[src/axi_pkg.sv]
package axi_pkg;

  // ~~~~~~~~~~~~~~~~~~~~
  // Field widths.
  // ~~~~~~~~~~~~~~~~~~~~
  localparam int unsigned AXI_ADDR_W  = 32;
  localparam int unsigned AXI_DATA_W  = 64;
  localparam int unsigned AXI_STRB_W  = AXI_DATA_W / 8;
  localparam int unsigned AXI_ID_W    = 4;
  localparam int unsigned AXI_LEN_W   = 8;
  localparam int unsigned AXI_SIZE_W  = 3;
  localparam int unsigned AXI_BURST_W = 2;
  localparam int unsigned AXI_RESP_W  = 2;

  typedef logic [AXI_ADDR_W-1:0]  axi_addr_t;
  typedef logic [AXI_DATA_W-1:0]  axi_data_t;
  typedef logic [AXI_STRB_W-1:0]  axi_strb_t;
  typedef logic [AXI_ID_W-1:0]    axi_id_t;
  typedef logic [AXI_LEN_W-1:0]   axi_len_t;
  typedef logic [AXI_SIZE_W-1:0]  axi_size_t;
  typedef logic [AXI_BURST_W-1:0] axi_burst_t;
  typedef logic [AXI_RESP_W-1:0]  axi_resp_t;

  // ~~~~~~~~~~~~~~~~~~~~
  // Encodings.
  // ~~~~~~~~~~~~~~~~~~~~
  localparam axi_id_t    AXI_ID          = '0;
  localparam axi_burst_t AXI_BURST_INCR  = 2'b01;
  localparam axi_resp_t  AXI_RESP_OKAY   = 2'b00;
  localparam axi_resp_t  AXI_RESP_SLVERR = 2'b10;
  localparam axi_resp_t  AXI_RESP_DECERR = 2'b11;

  // Address phase, same layout for AW and AR.
  typedef struct packed {
    axi_addr_t  addr;
    axi_id_t    id;
    axi_len_t   len;
    axi_size_t  size;
    axi_burst_t burst;
  } axi_ax_t;

  typedef struct packed {
    axi_data_t data;
    axi_strb_t strb;
    logic      last;
  } axi_w_t;

  typedef struct packed {
    axi_data_t data;
    axi_resp_t resp;
    logic      last;
    axi_id_t   id;
  } axi_r_t;

endpackage

[src/mem_req_pkg.sv]
package mem_req_pkg;

  // 64-bit beats per cache line.
  localparam int unsigned LINE_BEATS = 8;
  localparam int unsigned BEAT_W     = 64;
  localparam int unsigned LINE_W     = LINE_BEATS * BEAT_W;

  typedef logic [63:0]       req_addr_t;
  typedef logic [LINE_W-1:0] line_t;

  // log2 of bytes per beat, 0 to 3.
  typedef logic [1:0] req_size_t;

  // Beat count minus one.
  typedef logic [7:0] req_blks_t;

  // Index of one beat slice inside a line.
  typedef logic [$clog2(LINE_BEATS)-1:0] beat_idx_t;

  typedef enum logic {
    REQ_READ  = 1'b0,
    REQ_WRITE = 1'b1
  } req_op_e;

  // ~~~~~~~~~~~~~~~~~~~~
  // User request.
  // ~~~~~~~~~~~~~~~~~~~~
  typedef struct packed {
    req_op_e   op;
    req_addr_t addr;
    req_size_t size;
    req_blks_t blks;
    line_t     wline;
  } mem_req_t;

endpackage

[src/axi_master_top.sv]
`timescale 1ns/1ps

module axi_master_top
  import axi_pkg::*;
  import mem_req_pkg::*;
(
  input  logic       clock,
  input  logic       reset_i,
  input  logic       user_valid_i,
  input  mem_req_t   user_req_i,
  output logic       user_ready_o,
  output line_t      user_rdata_o,
  output axi_resp_t  user_resp_o,
  input  logic       io_master_awready_i,
  output logic       io_master_awvalid_o,
  output axi_addr_t  io_master_awaddr_o,
  output axi_id_t    io_master_awid_o,
  output axi_len_t   io_master_awlen_o,
  output axi_size_t  io_master_awsize_o,
  output axi_burst_t io_master_awburst_o,
  input  logic       io_master_wready_i,
  output logic       io_master_wvalid_o,
  output axi_data_t  io_master_wdata_o,
  output axi_strb_t  io_master_wstrb_o,
  output logic       io_master_wlast_o,
  output logic       io_master_bready_o,
  input  logic       io_master_bvalid_i,
  input  axi_resp_t  io_master_bresp_i,
  input  logic       io_master_arready_i,
  output logic       io_master_arvalid_o,
  output axi_addr_t  io_master_araddr_o,
  output axi_id_t    io_master_arid_o,
  output axi_len_t   io_master_arlen_o,
  output axi_size_t  io_master_arsize_o,
  output axi_burst_t io_master_arburst_o,
  output logic       io_master_rready_o,
  input  logic       io_master_rvalid_i,
  input  axi_resp_t  io_master_rresp_i,
  input  axi_data_t  io_master_rdata_i,
  input  logic       io_master_rlast_i
);

  logic      wr_start;
  logic      rd_start;
  logic      wr_done;
  logic      rd_done;
  axi_resp_t wr_resp;
  axi_resp_t rd_resp;
  axi_ax_t   ax;
  line_t     wline;
  line_t     rd_line;
  axi_ax_t   aw_bus;
  axi_ax_t   ar_bus;
  axi_w_t    w_bus;
  axi_r_t    r_bus;

  axi_req_ctrl u_ctrl (
    .clock        (clock),
    .reset_i      (reset_i),
    .user_valid_i (user_valid_i),
    .user_req_i   (user_req_i),
    .user_ready_o (user_ready_o),
    .user_rdata_o (user_rdata_o),
    .user_resp_o  (user_resp_o),
    .wr_start_o   (wr_start),
    .rd_start_o   (rd_start),
    .ax_o         (ax),
    .wline_o      (wline),
    .wr_done_i    (wr_done),
    .rd_done_i    (rd_done),
    .wr_resp_i    (wr_resp),
    .rd_resp_i    (rd_resp),
    .rd_line_i    (rd_line)
  );

  axi_wr_engine u_wr (
    .clock      (clock),
    .reset_i    (reset_i),
    .start_i    (wr_start),
    .ax_i       (ax),
    .wline_i    (wline),
    .done_o     (wr_done),
    .resp_o     (wr_resp),
    .aw_valid_o (io_master_awvalid_o),
    .aw_ready_i (io_master_awready_i),
    .aw_o       (aw_bus),
    .w_valid_o  (io_master_wvalid_o),
    .w_ready_i  (io_master_wready_i),
    .w_o        (w_bus),
    .b_valid_i  (io_master_bvalid_i),
    .b_ready_o  (io_master_bready_o),
    .b_resp_i   (io_master_bresp_i)
  );

  axi_rd_engine u_rd (
    .clock      (clock),
    .reset_i    (reset_i),
    .start_i    (rd_start),
    .ax_i       (ax),
    .done_o     (rd_done),
    .resp_o     (rd_resp),
    .line_o     (rd_line),
    .ar_valid_o (io_master_arvalid_o),
    .ar_ready_i (io_master_arready_i),
    .ar_o       (ar_bus),
    .r_valid_i  (io_master_rvalid_i),
    .r_ready_o  (io_master_rready_o),
    .r_i        (r_bus)
  );

  // ~~~~~~~~~~~~~~~~~~~~
  // Flat AXI ports.
  // ~~~~~~~~~~~~~~~~~~~~
  assign io_master_awaddr_o  = aw_bus.addr;
  assign io_master_awid_o    = aw_bus.id;
  assign io_master_awlen_o   = aw_bus.len;
  assign io_master_awsize_o  = aw_bus.size;
  assign io_master_awburst_o = aw_bus.burst;

  assign io_master_wdata_o = w_bus.data;
  assign io_master_wstrb_o = w_bus.strb;
  assign io_master_wlast_o = w_bus.last;

  assign io_master_araddr_o  = ar_bus.addr;
  assign io_master_arid_o    = ar_bus.id;
  assign io_master_arlen_o   = ar_bus.len;
  assign io_master_arsize_o  = ar_bus.size;
  assign io_master_arburst_o = ar_bus.burst;

  // Single ID in flight, so R carries no ID.
  assign r_bus.data = io_master_rdata_i;
  assign r_bus.resp = io_master_rresp_i;
  assign r_bus.last = io_master_rlast_i;
  assign r_bus.id   = AXI_ID;

endmodule

[src/axi_rd_engine.sv]
`timescale 1ns/1ps

module axi_rd_engine
  import axi_pkg::*;
  import mem_req_pkg::*;
(
  input  logic      clock,
  input  logic      reset_i,
  input  logic      start_i,
  input  axi_ax_t   ax_i,
  output logic      done_o,
  output axi_resp_t resp_o,
  output line_t     line_o,
  output logic      ar_valid_o,
  input  logic      ar_ready_i,
  output axi_ax_t   ar_o,
  input  logic      r_valid_i,
  output logic      r_ready_o,
  input  axi_r_t    r_i
);

  typedef enum logic [1:0] {
    IDLE,
    ADDR,
    DATA
  } state_e;

  state_e    state_q;
  axi_len_t  beat_q;
  axi_ax_t   ax_q;
  logic      done_q;
  axi_resp_t resp_q;
  line_t     line_q;
  beat_idx_t beat_idx;
  logic      r_fire;

  assign r_fire   = r_valid_i && (state_q == DATA);
  assign beat_idx = beat_q[$bits(beat_idx_t)-1:0];

  always_ff @(posedge clock) begin
    if (reset_i) begin
      state_q <= IDLE;
      beat_q  <= '0;
      done_q  <= 1'b0;
    end else begin
      done_q <= 1'b0;
      case (state_q)
        IDLE:    if (start_i) state_q <= ADDR;
        ADDR: begin
          if (ar_ready_i) begin
            beat_q  <= '0;
            state_q <= DATA;
          end
        end
        DATA: begin
          if (r_valid_i) begin
            beat_q <= beat_q + 1'b1;
            if (r_i.last) begin
              done_q  <= 1'b1;
              state_q <= IDLE;
            end
          end
        end
        default: state_q <= IDLE;
      endcase
    end
  end

  // ~~~~~~~~~~~~~~~~~~~~
  // Line assembly.
  // ~~~~~~~~~~~~~~~~~~~~
  always_ff @(posedge clock) begin
    if (state_q == IDLE && start_i) begin
      ax_q   <= ax_i;
      line_q <= '0;
      resp_q <= AXI_RESP_OKAY;
    end
    if (r_fire) begin
      // Beats past the line end are dropped.
      if (beat_q < LINE_BEATS) line_q[BEAT_W*beat_idx +: BEAT_W] <= r_i.data;
      // Worst code wins.
      if (r_i.resp > resp_q) resp_q <= r_i.resp;
    end
  end

  assign ar_o       = ax_q;
  assign ar_valid_o = (state_q == ADDR);
  assign r_ready_o  = (state_q == DATA);
  assign done_o     = done_q;
  assign resp_o     = resp_q;
  assign line_o     = line_q;

endmodule

[src/axi_req_ctrl.sv]
`timescale 1ns/1ps

module axi_req_ctrl
  import axi_pkg::*;
  import mem_req_pkg::*;
(
  input  logic      clock,
  input  logic      reset_i,
  input  logic      user_valid_i,
  input  mem_req_t  user_req_i,
  output logic      user_ready_o,
  output line_t     user_rdata_o,
  output axi_resp_t user_resp_o,
  output logic      wr_start_o,
  output logic      rd_start_o,
  output axi_ax_t   ax_o,
  output line_t     wline_o,
  input  logic      wr_done_i,
  input  logic      rd_done_i,
  input  axi_resp_t wr_resp_i,
  input  axi_resp_t rd_resp_i,
  input  line_t     rd_line_i
);

  typedef enum logic [1:0] {
    IDLE,
    ISSUE,
    WAIT,
    REPLY
  } state_e;

  state_e    state_q;
  mem_req_t  req_q;
  line_t     rdata_q;
  axi_resp_t resp_q;
  logic      is_write;
  logic      eng_done;

  assign is_write = (req_q.op == REQ_WRITE);
  assign eng_done = is_write ? wr_done_i : rd_done_i;

  always_ff @(posedge clock) begin
    if (reset_i) begin
      state_q <= IDLE;
    end else begin
      case (state_q)
        IDLE:    if (user_valid_i) state_q <= ISSUE;
        ISSUE:   state_q <= WAIT;
        WAIT:    if (eng_done) state_q <= REPLY;
        REPLY:   state_q <= IDLE;
        default: state_q <= IDLE;
      endcase
    end
  end

  // Request is held until the reply goes out.
  always_ff @(posedge clock) begin
    if (state_q == IDLE && user_valid_i) begin
      req_q <= user_req_i;
    end
    if (state_q == WAIT && eng_done) begin
      resp_q  <= is_write ? wr_resp_i : rd_resp_i;
      rdata_q <= is_write ? '0 : rd_line_i;
    end
  end

  // ~~~~~~~~~~~~~~~~~~~~
  // Engine dispatch.
  // ~~~~~~~~~~~~~~~~~~~~
  assign wr_start_o = (state_q == ISSUE) && is_write;
  assign rd_start_o = (state_q == ISSUE) && !is_write;

  // Upper address bits dropped.
  assign ax_o.addr  = req_q.addr[AXI_ADDR_W-1:0];
  assign ax_o.id    = AXI_ID;
  assign ax_o.len   = axi_len_t'(req_q.blks);
  assign ax_o.size  = axi_size_t'(req_q.size);
  assign ax_o.burst = AXI_BURST_INCR;
  assign wline_o    = req_q.wline;

  assign user_ready_o = (state_q == REPLY);
  assign user_rdata_o = rdata_q;
  assign user_resp_o  = resp_q;

endmodule

[src/axi_wr_engine.sv]
`timescale 1ns/1ps

module axi_wr_engine
  import axi_pkg::*;
  import mem_req_pkg::*;
(
  input  logic      clock,
  input  logic      reset_i,
  input  logic      start_i,
  input  axi_ax_t   ax_i,
  input  line_t     wline_i,
  output logic      done_o,
  output axi_resp_t resp_o,
  output logic      aw_valid_o,
  input  logic      aw_ready_i,
  output axi_ax_t   aw_o,
  output logic      w_valid_o,
  input  logic      w_ready_i,
  output axi_w_t    w_o,
  input  logic      b_valid_i,
  output logic      b_ready_o,
  input  axi_resp_t b_resp_i
);

  typedef enum logic [1:0] {
    IDLE,
    ADDR,
    DATA,
    RESP
  } state_e;

  state_e    state_q;
  axi_len_t  beat_q;
  axi_ax_t   ax_q;
  logic      done_q;
  axi_resp_t resp_q;
  beat_idx_t beat_idx;
  axi_data_t slice;
  axi_strb_t size_mask;
  logic [2:0] lane_off;

  always_ff @(posedge clock) begin
    if (reset_i) begin
      state_q <= IDLE;
      beat_q  <= '0;
      done_q  <= 1'b0;
    end else begin
      done_q <= 1'b0;
      case (state_q)
        IDLE: begin
          if (start_i) state_q <= ADDR;
        end
        ADDR: begin
          if (aw_ready_i) begin
            beat_q  <= '0;
            state_q <= DATA;
          end
        end
        DATA: begin
          if (w_ready_i) begin
            beat_q <= beat_q + 1'b1;
            if (w_o.last) state_q <= RESP;
          end
        end
        RESP: begin
          if (b_valid_i) begin
            done_q  <= 1'b1;
            state_q <= IDLE;
          end
        end
        default: state_q <= IDLE;
      endcase
    end
  end

  always_ff @(posedge clock) begin
    if (state_q == IDLE && start_i) ax_q <= ax_i;
    if (state_q == RESP && b_valid_i) resp_q <= b_resp_i;
  end

  // ~~~~~~~~~~~~~~~~~~~~
  // Beat data and strobes.
  // ~~~~~~~~~~~~~~~~~~~~
  assign beat_idx = beat_q[$bits(beat_idx_t)-1:0];
  assign slice    = wline_i[BEAT_W*beat_idx +: BEAT_W];
  // Full-width beats are always aligned.
  assign lane_off = (ax_q.size == 3'd3) ? 3'd0 : ax_q.addr[2:0];

  always_comb begin
    case (ax_q.size)
      3'd0:    size_mask = 8'h01;
      3'd1:    size_mask = 8'h03;
      3'd2:    size_mask = 8'h0F;
      default: size_mask = 8'hFF;
    endcase
  end

  assign w_o.data = slice << {lane_off, 3'b000};
  assign w_o.strb = size_mask << lane_off;
  assign w_o.last = (beat_q == ax_q.len);

  assign aw_o       = ax_q;
  assign aw_valid_o = (state_q == ADDR);
  assign w_valid_o  = (state_q == DATA);
  assign b_ready_o  = (state_q == RESP);
  assign done_o     = done_q;
  assign resp_o     = resp_q;

endmodule

[config.mk]
export PLATFORM = sky130hd
export DESIGN_NAME = axi_master_top
export DESIGN_NICKNAME = d
export VERILOG_FILES = /design/src/axi_pkg.sv /design/src/mem_req_pkg.sv /design/src/axi_master_top.sv /design/src/axi_rd_engine.sv /design/src/axi_req_ctrl.sv /design/src/axi_wr_engine.sv
export SDC_FILE = /design/constraint.sdc
export NUM_CORES = 2
export LEC_CHECK = 0
export BUFFER_PORTS_ARGS = -buffer_cell sky130_fd_sc_hd__buf_2
export CORE_AREA = 2 2 528 530
export CTS_CLUSTER_DIAMETER = 40
export DETAILED_ROUTE_END_ITERATION = 8
export DIE_AREA = 0 0 530 532
export GPL_TIMING_DRIVEN = 0
export PLACE_DENSITY = 0.53
export SYNTH_ARGS = -nofsm -noshare
export SYNTH_HDL_FRONTEND = slang
export SYNTH_SLANG_ARGS = --single-unit
[constraint.sdc]
create_clock -name clock -period 25.5 [get_ports clock]
set_input_delay 5.1 -clock clock [delete_from_list [all_inputs] [get_ports clock]]
set_output_delay 5.1 -clock clock [all_outputs]
set_load 0.05 [all_outputs]
Word level (Yosys, flattened, before mapping)

Cells that the tools add are included.

Flip-flop bits (word level): 1693
Output and inout bits: 691

Add/subtract/negate cells: 3
$lt $le $gt $ge: 2
Equality and inequality tests: 23
Shifts and indexed selects: 5
Mux-type cells: 33
Bitwise gates (word level): 3
Reductions and logical operators: 22

Operator list:

| operator                                                                      | count |
|---|---|
| 512-bit 2-to-1 mux                                                            | 3 |
| 512-bit bitwise mux                                                           | 1 |
| 64-bit by 34-bit variable shift with 512-bit output (first input constant)    | 1 |
| 512-bit by 10-bit variable part select with 64-bit output                     | 1 |
| 64-bit by 34-bit variable part select with 512-bit output                     | 1 |
| 64-bit by 6-bit << shifter with 64-bit output                                 | 1 |
| 9-bit negation with 34-bit output                                             | 1 |
| 8-bit 2-to-1 mux                                                              | 4 |
| 8-bit one-hot mux with 2 select lines                                         | 2 |
| 2-bit 2-to-1 mux                                                              | 15 |
| 8-bit one-hot mux with 3 select lines                                         | 1 |
| 8-bit by 1-bit adder with 8-bit output (second input constant)                | 2 |
| 2-bit one-hot mux with 4 select lines                                         | 2 |
| 2-bit == test (second input constant)                                         | 7 |
| 2-bit by 1-bit != test with 1-bit output (second input constant)              | 7 |
| 2-bit by 1-bit == test with 1-bit output (second input constant)              | 4 |
| 8-bit == test                                                                 | 1 |
| 1-bit logical AND                                                             | 8 |
| 8-bit by 4-bit less-than comparator with 1-bit output (second input constant) | 1 |
| 2-bit != test (second input constant)                                         | 4 |
| 8-bit by 3-bit << shifter with 8-bit output                                   | 1 |
| 2-bit logical NOT                                                             | 3 |
| 2-bit one-hot mux with 3 select lines                                         | 1 |
| 3-bit AND reduction                                                           | 2 |
| other kinds (12)                                                              | 17 |

Depth between registers and ports, before layout

Depth after elaboration: 7
Gate-level depth with buffers: 11

By module

From an unflattened synthesis, not the netlist that was laid out.

Cells, all modules: 4440
Area total of the unflattened synthesis: 63902.5 µm²

By module, submodules not included:

| module         | instances | cells an instance | area each (µm²) |
|---|---|---|---|
| axi_req_ctrl   | 1         | 1670              | 35823.1 |
| axi_rd_engine  | 1         | 2035              | 19989.2 |
| axi_wr_engine  | 1         | 734               | 8086.5 |
| axi_master_top | 1         | 1                 | 3.8 |

Worst setup path before layout

No wires, ideal clock.

Path type: reg2reg
Start: register u_ctrl.req_q, in the netlist u_ctrl.is_write
End: register u_ctrl.rdata_q[0], in the netlist u_ctrl.user_rdata_o[0], enable pin
Arrival: 23.419 ns
Data required time: 24.038 ns
Path slack: 0.619 ns
Cell stages (with the launch flop): 5
Path buffers: 2
Cell sequence: edfxtp_1 > clkbuf_1 > clkbuf_1 > mux2i_1 > nor2b_1

Word-level cells in the longest chain between the ends: 2

RTL lines:

| what                   | RTL line           | text |
|---|---|---|
| from (decl)            | axi_req_ctrl.sv:33 | `mem_req_t req_q;` |
| from (signal assigned) | axi_req_ctrl.sv:59 | `req_q <= user_req_i;` |
| 1-bit 2-to-1 mux       | axi_req_ctrl.sv:40 | `assign eng_done = is_write ? wr_done_i : rd_done_i;` |
| 1-bit logical AND      | axi_req_ctrl.sv:61 | `if (state_q == WAIT && eng_done) begin` |
| to (signal assigned)   | axi_req_ctrl.sv:63 | `rdata_q <= is_write ? '0 : rd_line_i;` |
| to (decl)              | axi_req_ctrl.sv:34 | `line_t rdata_q;` |

No other way between the ends.
A chain may end at the register's enable or synchronous reset.

Worst setup path in the final report

Start: register u_wr.beat_q[2]
End: output io_master_wdata_o[57]

Word-level cells in the longest chain between the ends: 2

RTL lines:

| what                                                      | RTL line             | text |
|---|---|---|
| from (decl)                                               | axi_wr_engine.sv:33  | `axi_len_t beat_q;` |
| from (signal assigned)                                    | axi_wr_engine.sv:61  | `beat_q <= beat_q + 1'b1;` |
| 512-bit by 10-bit variable part select with 64-bit output | axi_wr_engine.sv:85  | `assign slice = wline_i[BEAT_W*beat_idx +: BEAT_W];` |
| 64-bit by 6-bit << shifter with 64-bit output             | axi_wr_engine.sv:98  | `assign w_o.data = slice << {lane_off, 3'b000};` |
| to (decl)                                                 | axi_master_top.sv:23 | `output axi_data_t io_master_wdata_o,` |

No other way between the ends.

==> impl_metrics.toml <==
[flow_run]
maxCapViolCount = 0

[logic_synthesis]
synth_top_area_cell = "edfxtp_1"
seq_area_frac_synth_pct = 72.70
synth_seq_cells = 1693
synth_area_per_cell_um2 = 14.18
synth.distinct_cells = 60
synthCells = 4409
synth_top_area_share_pct = 55.47
yosys-top-cells-area = "edfxtp_1 55%, dfxtp_1 17%, nor2b_1 5.3%"
ys.flop_type = "edfxtp_1"
async_flop_share_pct = 0
syn_area_um2 = 62520
synth_edf_count = 1155
yosys_warnings = 0

[die]
die_x_um = 530
die-area_um2 = 282000
rows = 193
io_pins = 1355
start_util_pct = 22.67
coreArea_um2 = 275800
fp.dieH_um = 532

[critical_path]
cp-start-kind = "flip-flop"
reg2reg_depth = 11
cp.arrival_ns = 6.00
worstReg2RegStart = "u_rd.beat_q[0]"
required_ns = 20.40
crit_type = "flip-flop to primary output"
cp_max_fo = 10
crit_path_end_kind = "primary output"
r2r_setup_slack_ns = 20.38
timing.rr.end = "u_rd.line_o[123]"

[routing]
vias = 44745
drt_iter0_drc = 3504
drt_wl_total_um = 282500
drc = 0
routedWlPerCell_um = 28.09
dr.pass1.iters = 6
via_per_inst = 4.449
drtAntennaViolNets = 0

[power_and_ir_drop]
cellInternalPower_mw = 5.984
irDropWorstVdd_v = 0.00007807
p_sw_mw = 2.718
leakage_nw = 32.33
power_frac_clock_pct = 43.6
power.density_nw_per_um2 = 103.2
p_total_mw = 8.702
switching_share_pct = 31.23
power_frac_comb_pct = 17.2
seqPwrFrac_pct = 39.2

[sta]
fin_crit_sh_pct = 43.55
grt_setup_unrepaired = "false"
layout_min_cycle_time_ns = 11.10
finClkSkew_ns = 0.08362
whs_ns = 0.4224
report.final.slew_viol_count = 0
finalSetupViolCount = 0
final_hold_viol_count = 0
max_freq_ghz = 0.09005
slew_headroom_pct = 1.912
tightest_slew_ns = 1.430

[grt]
grt_pass1_wl_um = 373900
grt_max_degree = 74
antenna_found_initial = 101
overflow = 0
grt_pass1_vias = 45131
grt_util_all_layers_pct = 19.30

[clock_tree]
cts_tree = "yes"
cts_hold_buf = 0
htreeDepth = 5
post_cts_resized = 0
clock_tree.root_cell = "clkbuf_16"
clkTransAtPathRegs_ns = 0.06
cts_made_buffers = 273
cts_setup_buffers = 0
cts.sinks = 1693
max-clock-path-buffers = 4
clk-insertion-delay-late_ns = 0.89

[finish]
register_area_um2 = 45450
drive_gt1_share_pct = 32.28
stdcell_area_um2 = 84290
final_cells = 10057
fillerInstances = 27978
fin_nets = 6725
multiInputGateArea_um2 = 15730
area_growth_pct = 34.81

[outcome]
outcome = "completed"

[place]
place_inst = 9471
numPortBuffers = 1308
gp_congestion = 0.9292
post_dp_cell_area_um2 = 74630
hpwl_um = 224500

[hold_path]
holdPathEnd = "u_rd.ar_o[32]"
hold_path_class = "flip-flop to flip-flop"
worstHoldStart = "u_ctrl.ax_o[32]"
whs_path_depth = 0
[cell usage after synthesis, drive strengths merged, types with 25 or more instances]
cell type / count
a21oi: 25
o21ai: 354
nand3: 407
a22o: 130
edfxtp: 1155
nor2b: 526
mux2i: 100
mux2: 38
a22oi: 32
clkbuf: 197
buf: 121
dfxtp: 538
nor2: 88
and2: 25
mux4: 96
nand2: 371
[how the worst max path moves through the flow]
stage / to / slack, ns / startpoint
2_1_floorplan: u_ctrl.user_rdata_o[0] / 0.62 / u_ctrl.is_write
3_3_place_gp: u_ctrl.user_rdata_o[429] / -12.42 / u_ctrl.is_write
3_5_place_dp: io_master_wdata_o[50] / 15.09 / u_wr.beat_q[0]
4_1_cts: io_master_wdata_o[50] / 14.14 / u_wr.beat_q[0]
5_1_grt: io_master_wdata_o[57] / 14.28 / u_wr.beat_q[2]
6_report: io_master_wdata_o[57] / 14.40 / u_wr.beat_q[2]
[critical path, stage by stage (launching register included)]
cell     delay [ns]
dfxtp_1        0.31
buf_2          0.44
buf_2          0.48
buf_2          0.40
buf_2          0.61
buf_2          0.80
mux2i_1        1.23
o21ai_0        0.24
o22a_1         0.33
buf_2          0.25
[flip-flops by register name, indices dropped and copies added (netlist names), 2 cells and up]
signal / count
u_ctrl.state_q: 2
u_rd.state_q: 2
u_ctrl.wline_o: 512
u_ctrl.user_resp_o: 2
u_ctrl.user_rdata_o: 512
u_ctrl.ax_o: 42
u_rd.beat_q: 8
u_wr.resp_o: 2
u_rd.line_o: 512
u_wr.state_q: 2
u_rd.resp_o: 2
u_rd.ar_o: 42
u_wr.aw_o: 42
u_wr.beat_q: 8
[layout make-up]
class	count	area share [%]
antenna	88	0.2613
timing repair buffer	1345	8.722
clock buffer	323	8.722
sequential	1693	53.93
tap	3705	5.500
inverter	19	0.08758
multi-input combinational	2391	18.66
clock inverter	175	2.482
buffer	318	1.640
[kinds of logic after synthesis]
group	Yosys count	synth area share [%]
AO/OA/AOI/OAI	631	6.448
AND/OR/NAND/NOR	1472	12.11
adder cells (fa/ha/maj)	20	0.4002
other	2	0.01201
flip-flops	1693	72.70
XOR/XNOR	20	0.2802
multiplexers	234	5.743
buffers and inverters	337	2.307
[stage by stage]
step / utilization (%) / setup WS [ns] / TNS [ns]
floorplan: - / 0.6191 / 0
CTS: 30.49 / 14.14 / 0
global route: 30.55 / 14.28 / 0
global placement: 26.74 / -12.42 / -6357.38
finish: 30.56 / 14.40 / 0
detailed placement: 27.06 / 15.09 / 0
[power by group through the flow]
stage	clock [mW]	sequential, mW	combinational [mW]
CTS	3.86	3.42	1.51
floorplan	0	3.66	0.742
finish	3.80	3.41	1.49
global placement	0	3.73	1.45
global route	3.98	3.43	1.56
detailed placement	0	3.47	1.51
[cells in the final DEF, fill, tap and decap left out, drive strengths merged, types with 69 or more instances in the layout]
cell    count
dfxtp     538
nor2       88
edfxtp   1155
clkinv     81
buf      1466
a22o      130
mux4       96
nand3     407
diode      88
nor2b     526
o21ai     354
nand2     371
mux2i     100
inv        69
clkbuf    520
[metal layers]
metal  track usage (%)  share of wire, %  vias to the layer above
met5                 0             0.073                        -
met4             11.85               7.0                       32
met3             4.551               7.3                      600
met2             34.13                50                     2172
met1             20.65                36                    22288
li1                  -                 -                    19653
Power figures use the tool's default switching activity.
